$ cat config.mk
export PLATFORM = sky130hd
export DESIGN_NAME = exc_host_top
export DESIGN_NICKNAME = d
export VERILOG_FILES = /design/src/logic/exc_pkg.sv /design/src/logic/exc_vector_table.sv /design/src/logic/exc_context_stack.sv /design/src/logic/exc_controller.sv /design/src/logic/exc_host_top.sv
export SDC_FILE = /design/constraint.sdc
export NUM_CORES = 2
export LEC_CHECK = 0
export ABC_CLOCK_PERIOD_IN_PS = 4700
export BUFFER_PORTS_ARGS = -buffer_cell sky130_fd_sc_hd__buf_4
export CORE_MARGIN = 1
export CORE_UTILIZATION = 50
export DETAILED_ROUTE_END_ITERATION = 10
export PLACE_DENSITY = 0.69
export SETUP_SLACK_MARGIN = 0.05
export SLEW_MARGIN = 30
export SYNTH_ARGS = -nofsm -noshare
export SYNTH_HDL_FRONTEND = slang
export SYNTH_HIERARCHICAL = 1
export SYNTH_SLANG_ARGS = --single-unit
export TNS_END_PERCENT = 50
$ cat constraint.sdc
create_clock -name clk -period 4.7 [get_ports clk]
set_clock_uncertainty 0.15 [all_clocks]
set_input_delay 0.94 -clock clk [delete_from_list [all_inputs] [get_ports clk]]
set_output_delay 0.94 -clock clk [all_outputs]
set_load 0.02 [all_outputs]
$ cat src/logic/exc_pkg.sv
// Shared widths, types and constants for the exception entry and return unit
// Imported by every RTL module of the unit

package exc_pkg;

    // Core address and context widths
    parameter int PC_W   = 13;
    parameter int DATA_W = 16;
    parameter int CODE_W = 4;

    // One table entry per code value
    parameter int VEC_ENTRIES = 2 ** CODE_W;

    typedef logic [PC_W-1:0]   pc_t;
    typedef logic [DATA_W-1:0] data_t;
    typedef logic [CODE_W-1:0] code_t;

    // Entry n comes up as base + n * stride
    parameter pc_t VEC_RESET_BASE   = 13'h100;
    parameter pc_t VEC_RESET_STRIDE = 13'h010;

    // Controller sequencing
    typedef enum logic [2:0] {
        IDLE    = 3'd0,  // Waiting for a strobe
        SAVE    = 3'd1,  // Push pc and data
        LOAD    = 3'd2,  // Fetch handler address
        ACK     = 3'd3,  // Entry acknowledge
        RESTORE = 3'd4,  // Pop saved pair
        RETURN  = 3'd5   // Return acknowledge
    } exc_state_e;

endpackage

$ cat src/logic/exc_vector_table.sv
// Writable table of handler addresses, one per exception code
// Written by a plain strobe, read combinationally by the controller
`timescale 1ns/1ns

module exc_vector_table (
    input  logic          clk,
    input  logic          pon_rst_n_i,
    input  logic          wr_i,
    input  exc_pkg::code_t wr_idx_i,
    input  exc_pkg::pc_t  wr_addr_i,
    input  exc_pkg::code_t rd_idx_i,
    output exc_pkg::pc_t  rd_addr_o
);

    import exc_pkg::*;

    pc_t table_q [VEC_ENTRIES];

    // Reset loads the fixed base-plus-stride pattern
    always_ff @(posedge clk or negedge pon_rst_n_i) begin
        if (!pon_rst_n_i) begin
            for (int i = 0; i < VEC_ENTRIES; i++) begin
                table_q[i] <= VEC_RESET_BASE + pc_t'(i) * VEC_RESET_STRIDE;
            end
        end else if (wr_i) begin
            table_q[wr_idx_i] <= wr_addr_i;  // Visible from the next cycle
        end
    end

    assign rd_addr_o = table_q[rd_idx_i];

endmodule

$ cat src/logic/exc_context_stack.sv
// LIFO of interrupted pc and data pairs for nested exceptions
// Push and pop come from the controller, which guards full and empty
`timescale 1ns/1ns

module exc_context_stack #(
    parameter int STACK_DEPTH = 64
) (
    input  logic          clk,
    input  logic          pon_rst_n_i,
    input  logic          push_i,
    input  logic          pop_i,
    input  exc_pkg::pc_t  pc_i,
    input  exc_pkg::data_t data_i,
    output exc_pkg::pc_t  top_pc_o,
    output exc_pkg::data_t top_data_o,
    output logic          full_o,
    output logic          empty_o,
    output logic          depth_one_o
);

    import exc_pkg::*;

    localparam int AW    = $clog2(STACK_DEPTH);
    localparam int PTR_W = AW + 1;  // Counts 0 up to STACK_DEPTH

    pc_t   pc_mem   [STACK_DEPTH];
    data_t data_mem [STACK_DEPTH];

    logic [PTR_W-1:0] ptr_q;  // Number of stored entries
    logic [AW-1:0]    wr_idx;
    logic [AW-1:0]    top_idx;

    assign wr_idx  = ptr_q[AW-1:0];
    assign top_idx = ptr_q[AW-1:0] - 1'b1;  // Wraps correctly when full

    always_ff @(posedge clk or negedge pon_rst_n_i) begin
        if (!pon_rst_n_i) begin
            ptr_q <= '0;
        end else if (push_i) begin
            ptr_q <= ptr_q + 1'b1;
        end else if (pop_i) begin
            ptr_q <= ptr_q - 1'b1;
        end
    end

    // Context storage
    always_ff @(posedge clk) begin
        if (push_i) begin
            pc_mem[wr_idx]   <= pc_i;
            data_mem[wr_idx] <= data_i;
        end
    end

    assign top_pc_o   = pc_mem[top_idx];
    assign top_data_o = data_mem[top_idx];

    // Flags straight from the registered pointer
    assign full_o      = (ptr_q == PTR_W'(STACK_DEPTH));
    assign empty_o     = (ptr_q == '0);
    assign depth_one_o = (ptr_q == PTR_W'(1));

endmodule

$ cat src/logic/exc_controller.sv
// Sequences exception entry and return and owns all unit outputs
// Drives the table index and the stack push and pop strobes
`timescale 1ns/1ns

module exc_controller #(
    parameter int STACK_DEPTH = 64
) (
    input  logic          clk,
    input  logic          pon_rst_n_i,
    input  logic          request_i,
    input  exc_pkg::code_t code_i,
    input  logic          return_i,
    input  exc_pkg::pc_t  vec_addr_i,
    input  logic          stack_full_i,
    input  logic          stack_empty_i,
    input  logic          stack_depth_one_i,
    input  exc_pkg::pc_t  top_pc_i,
    input  exc_pkg::data_t top_data_i,
    output exc_pkg::code_t vec_idx_o,
    output logic          push_o,
    output logic          pop_o,
    output exc_pkg::pc_t  vector_o,
    output logic          active_o,
    output logic          ack_o,
    output logic          fault_o,
    output exc_pkg::data_t saved_data_o
);

    import exc_pkg::*;

    // Stack pointer arithmetic needs a power of two
    if (STACK_DEPTH < 2 || (STACK_DEPTH & (STACK_DEPTH - 1)) != 0) begin : g_depth_check
        $error("STACK_DEPTH must be a power of two, 2 or more");
    end

    exc_state_e state_q;
    code_t      code_q;    // Code of the exception being entered
    logic       last_q;    // Pop takes the outermost level
    logic       refuse_q;  // Refused strobe, reported one cycle later

    assign vec_idx_o = code_q;
    assign push_o    = (state_q == SAVE);
    assign pop_o     = (state_q == RESTORE);

    always_ff @(posedge clk or negedge pon_rst_n_i) begin
        if (!pon_rst_n_i) begin
            state_q      <= IDLE;
            code_q       <= '0;
            last_q       <= 1'b0;
            refuse_q     <= 1'b0;
            vector_o     <= '0;
            saved_data_o <= '0;
            active_o     <= 1'b0;
            ack_o        <= 1'b0;
            fault_o      <= 1'b0;
        end else begin
            ack_o    <= 1'b0;      // Pulses only
            fault_o  <= refuse_q;
            refuse_q <= 1'b0;
            case (state_q)
                IDLE: begin
                    // Request takes priority over return
                    if (request_i) begin
                        if (stack_full_i) begin
                            refuse_q <= 1'b1;
                        end else begin
                            code_q  <= code_i;
                            state_q <= SAVE;
                        end
                    end else if (return_i) begin
                        if (stack_empty_i) begin
                            refuse_q <= 1'b1;
                        end else begin
                            state_q <= RESTORE;
                        end
                    end
                end
                SAVE: state_q <= LOAD;  // Push happens on this edge
                LOAD: begin
                    vector_o <= vec_addr_i;
                    active_o <= 1'b1;
                    state_q  <= ACK;
                end
                ACK: begin
                    ack_o   <= 1'b1;
                    state_q <= IDLE;
                end
                RESTORE: begin
                    vector_o     <= top_pc_i;      // Resume address
                    saved_data_o <= top_data_i;
                    last_q       <= stack_depth_one_i;
                    state_q      <= RETURN;
                end
                RETURN: begin
                    ack_o <= 1'b1;
                    if (last_q) begin
                        active_o <= 1'b0;  // Outermost level done
                    end
                    state_q <= IDLE;
                end
                default: state_q <= IDLE;
            endcase
        end
    end

endmodule

$ cat src/logic/exc_host_top.sv
// Top level of the exception entry and return unit
// Connects controller, vector table and context stack
`timescale 1ns/1ns

module exc_host_top #(
    parameter int STACK_DEPTH = 64
) (
    input  logic           clk,
    input  logic           pon_rst_n_i,
    input  logic           exception_request_i,
    input  exc_pkg::code_t exception_code_i,
    input  exc_pkg::pc_t   exception_pc_i,
    input  exc_pkg::data_t exception_data_i,
    input  logic           return_from_exception_i,
    input  logic           vec_wr_i,
    input  exc_pkg::code_t vec_wr_idx_i,
    input  exc_pkg::pc_t   vec_wr_addr_i,
    output exc_pkg::pc_t   exception_vector_o,
    output logic           exception_active_o,
    output logic           exception_ack_o,
    output logic           exception_fault_o,
    output exc_pkg::data_t saved_data_o
);

    import exc_pkg::*;

    code_t rd_idx;
    pc_t   rd_addr;
    logic  push;
    logic  pop;
    pc_t   top_pc;
    data_t top_data;
    logic  full;
    logic  empty;
    logic  depth_one;

    exc_controller #(
        .STACK_DEPTH(STACK_DEPTH)
    ) u_ctrl (
        .clk              (clk),
        .pon_rst_n_i      (pon_rst_n_i),
        .request_i        (exception_request_i),
        .code_i           (exception_code_i),
        .return_i         (return_from_exception_i),
        .vec_addr_i       (rd_addr),
        .stack_full_i     (full),
        .stack_empty_i    (empty),
        .stack_depth_one_i(depth_one),
        .top_pc_i         (top_pc),
        .top_data_i       (top_data),
        .vec_idx_o        (rd_idx),
        .push_o           (push),
        .pop_o            (pop),
        .vector_o         (exception_vector_o),
        .active_o         (exception_active_o),
        .ack_o            (exception_ack_o),
        .fault_o          (exception_fault_o),
        .saved_data_o     (saved_data_o)
    );

    exc_vector_table u_table (
        .clk        (clk),
        .pon_rst_n_i(pon_rst_n_i),
        .wr_i       (vec_wr_i),
        .wr_idx_i   (vec_wr_idx_i),
        .wr_addr_i  (vec_wr_addr_i),
        .rd_idx_i   (rd_idx),
        .rd_addr_o  (rd_addr)
    );

    // Interrupted context goes straight to the stack write side
    exc_context_stack #(
        .STACK_DEPTH(STACK_DEPTH)
    ) u_stack (
        .clk        (clk),
        .pon_rst_n_i(pon_rst_n_i),
        .push_i     (push),
        .pop_i      (pop),
        .pc_i       (exception_pc_i),
        .data_i     (exception_data_i),
        .top_pc_o   (top_pc),
        .top_data_o (top_data),
        .full_o     (full),
        .empty_o    (empty),
        .depth_one_o(depth_one)
    );

endmodule

==> impl_metrics.json <==
{
  "layout_commonest_cell": "edfxtp_1",
  "cellLeakagePower_uw": 0.03077,
  "cts_hold_buf": 1,
  "worstSetupStartpointType": "flop",
  "cts.clk_slew.worst_paths_ns": 0.06,
  "htree_levels": 4,
  "tns_ns": 0,
  "core-area_um2": 165400,
  "slowest_stage": "o2111ai_1",
  "cts_tree": "done",
  "p_sw_uw": 20730,
  "gp_congestion": 0.8674,
  "slew_headroom": 0.3024,
  "drc": 12,
  "worstPathArrival_ns": 4.79,
  "grt_pass1_wl_um": 293900,
  "met1Wirelength_um": 81920,
  "dr_wl_met2_um": 99860,
  "worst-path-buf-inv": 2,
  "cp.required_ns": 5.26,
  "drv_cap": 0,
  "crit_fanout": 21,
  "hp-class": "input pin to flop",
  "synth_flop_cell": "edfxtp_1",
  "crit_chain": "inv_1 > ha_4 > nor3b_1 > xnor2_4 > buf_4 > o2111ai_1 > o41ai_2 > mux2_1 > mux2_4",
  "clock_latency_ns": 0.85,
  "max_stage_delay_ns": 0.81,
  "chipHeight_um": 410.5,
  "finalSetupViolCount": 0,
  "grt-ovfl-total": 0,
  "final_cells": 6434,
  "drive_above_1_share": 0.3592,
  "die_area_um2": 168500,
  "p_clk_frac": 0.262,
  "ys_types": 52,
  "top_layer": "met5",
  "clock_path_buffers": 3,
  "place_hpwl_um": 115500,
  "p_comb_frac": 0.374,
  "power_uw": 60910,
  "firstDrtPassIters": 9,
  "synthCells": 3863,
  "grt_usage": 0.2437,
  "yosysWarnings": 6,
  "vias": 40730,
  "syn_nets": 3921,
  "ys_seq_area_frac": 0.7454,
  "cpLargestDelayFamily": "compound AO/OA/AOI/OAI gates",
  "rsz0062_at_grt": "false",
  "fin_nets": 4130,
  "ys_seq_elements": 2112,
  "via_per_inst": 6.331,
  "place_inst": 6050,
  "min_period_over_period": 0.9014,
  "wire_per_inst_um": 31.62,
  "grt_max_degree": 97,
  "grt_pass1_vias": 41130,
  "violations": "DRC",
  "die_w_um": 410.5,
  "period_needed_ns": 4.236,
  "whs_ns": 0.1901,
  "antenna_found_initial": 5,
  "critPathCaptureType": "flop",
  "final_cell_mix": "edfxtp_1, mux4_2, mux2_2",
  "io_pins": 87,
  "postCtsSetupRepairBufs": 0,
  "routed_wl_um": 203400,
  "slew_violations": 0,
  "outcome": "complete, but fails checks",
  "cts_resized": 0,
  "row_count": 149,
  "crit_type": "flop to flop",
  "r2r_slack_ns": 0.46,
  "power.share.switching": 0.3404,
  "fmax_mhz": 236.0,
  "drtAntennaViolNets": 0,
  "drt_iter0_markers": 4562,
  "avgSynthCellArea_um2": 21.60,
  "root_buffer": "clkbuf_16",
  "intPower_uw": 40180,
  "power_density_nw_per_um2": 644.4,
  "p_seq_frac": 0.364,
  "worst_pin_slew_ns": 1.044,
  "start_util": 0.5046,
  "vdd_drop_max_mv": 0.5914,
  "async_flop_share": 0.1212,
  "synth_edf_count": 1856,
  "clock_sinks": 2112,
  "netlist_area_um2": 83450,
  "portBuffers": 86,
  "hold_viol": 0,
  "cts-buffers-inserted": 205,
  "route.met3.wl_um": 15380,
  "area_growth_pct": 13.27
}
[metal layers]
layer | global-route usage | vias to the layer above
li1 | - | 16510
met1 | 0.3469 | 22190
met2 | 0.3868 | 1704
met3 | 0.04240 | 324
met4 | 0.07836 | 4
met5 | 0 | -
[worst reg2reg max path: stages (launching register included)]
cell and delay, ns:
dfrtp_4 0.57, inv_1 0.20, ha_4 0.26, nor3b_1 0.60
xnor2_4 0.35, buf_4 0.39, o2111ai_1 0.81, o41ai_2 0.19
mux2_1 0.32, mux2_4 0.25
[logic make-up (layout without fill, tap and decap cells)]
group | count (synthesis) | in the layout | synth area share
compound gates | 214 | 214 | 0.02439
simple gates | 409 | 409 | 0.02240
mux | 858 | 858 | 0.1903
xor+xnor | 12 | 12 | 0.001259
flops | 2112 | 2112 | 0.7454
other cells | 0 | 5 | 0
buf+inv | 255 | 632 | 0.01588
fa+ha+maj | 3 | 3 | 0.0004499
[power by group through the flow]
stage                     Clock, µW  Combinational, µW  Sequential [µW]
final                         16000              22800            22200
after floorplan                   0              15100            22200
after detailed placement          0              22800            22500
after global placement            0              22600            22500
after global routing          16900              23800            22300
after CTS                     16200              22900            22100
[synthesized netlist by cell type, drive strengths merged, types with 11 or more instances]
| master | count | area share |
|---|---|---|
| o41ai | 29 | 0.0057 |
| mux4 | 545 | 0.15 |
| o2111ai | 29 | 0.0051 |
| dfstp | 48 | 0.015 |
| and3 | 59 | 0.0044 |
| nor2 | 140 | 0.0063 |
| dfrtp | 208 | 0.062 |
| edfxtp | 1856 | 0.67 |
| mux2 | 313 | 0.043 |
| o311ai | 29 | 0.0030 |
| nand2 | 147 | 0.0068 |
| a211oi | 29 | 0.0026 |
| nor3 | 11 | 0.00078 |
| o22ai | 60 | 0.0045 |
| a22oi | 27 | 0.0024 |
| buf | 132 | 0.010 |
| clkbuf | 116 | 0.0052 |
| nand3 | 12 | 0.00072 |
[area by class of cell]
type	instances	area, µm²
Sequential cell	2112	62210
Fill cell	11750	70840
Multi-Input combinational cell	1496	20600
Clock inverter	106	1016
Tap cell	2189	2739
Timing Repair Buffer	250	2411
Clock buffer	269	5513
Antenna cell	5	12.51
Inverter	7	26.28
[sequential cells by signal, summed over array words and instances (netlist names), 3 cells and up]
register             flops
u_ctrl/state_q           3
u_ctrl/vector_o         13
u_stack/ptr_q            7
u_stack/pc_mem         832
u_stack/data_mem      1024
u_ctrl/vec_idx_o         4
u_ctrl/saved_data_o     16
u_table/table_q        208
[path summary, 6_finish.rpt]
| check | from | to | depth (start not counted) |
|---|---|---|---|
| worst min-delay path | exception_code_i[0] | u_ctrl/vec_idx_o[0] | 2 |
| worst max-delay path | u_stack/ptr_q[0] | u_ctrl/vector_o[11] | 9 |
| worst min register to register | u_ctrl/refuse_q | u_ctrl/fault_o | 0 |
| max in group asynchronous | pon_rst_n_i | u_table/table_q[56] | 4 |
| worst max register to register | u_stack/ptr_q[0] | u_ctrl/vector_o[11] | 9 |
| min in group asynchronous | pon_rst_n_i | u_table/table_q[87] | 2 |
[stage by stage]
| stage | cell area, µm² | worst slack [ns] | util |
|---|---|---|---|
| 5_1_grt | 94510 | 0.4442 | 0.5716 |
| 3_5_place_dp | 87940 | 0.6150 | 0.5318 |
| 2_1_floorplan | 83450 | 0.7572 | - |
| 3_3_place_gp | 87500 | 0.6165 | 0.5292 |
| 6_report | 94530 | 0.4636 | 0.5716 |
| 4_1_cts | 94480 | 0.5657 | 0.5713 |
(Power assumes the default switching activity.)
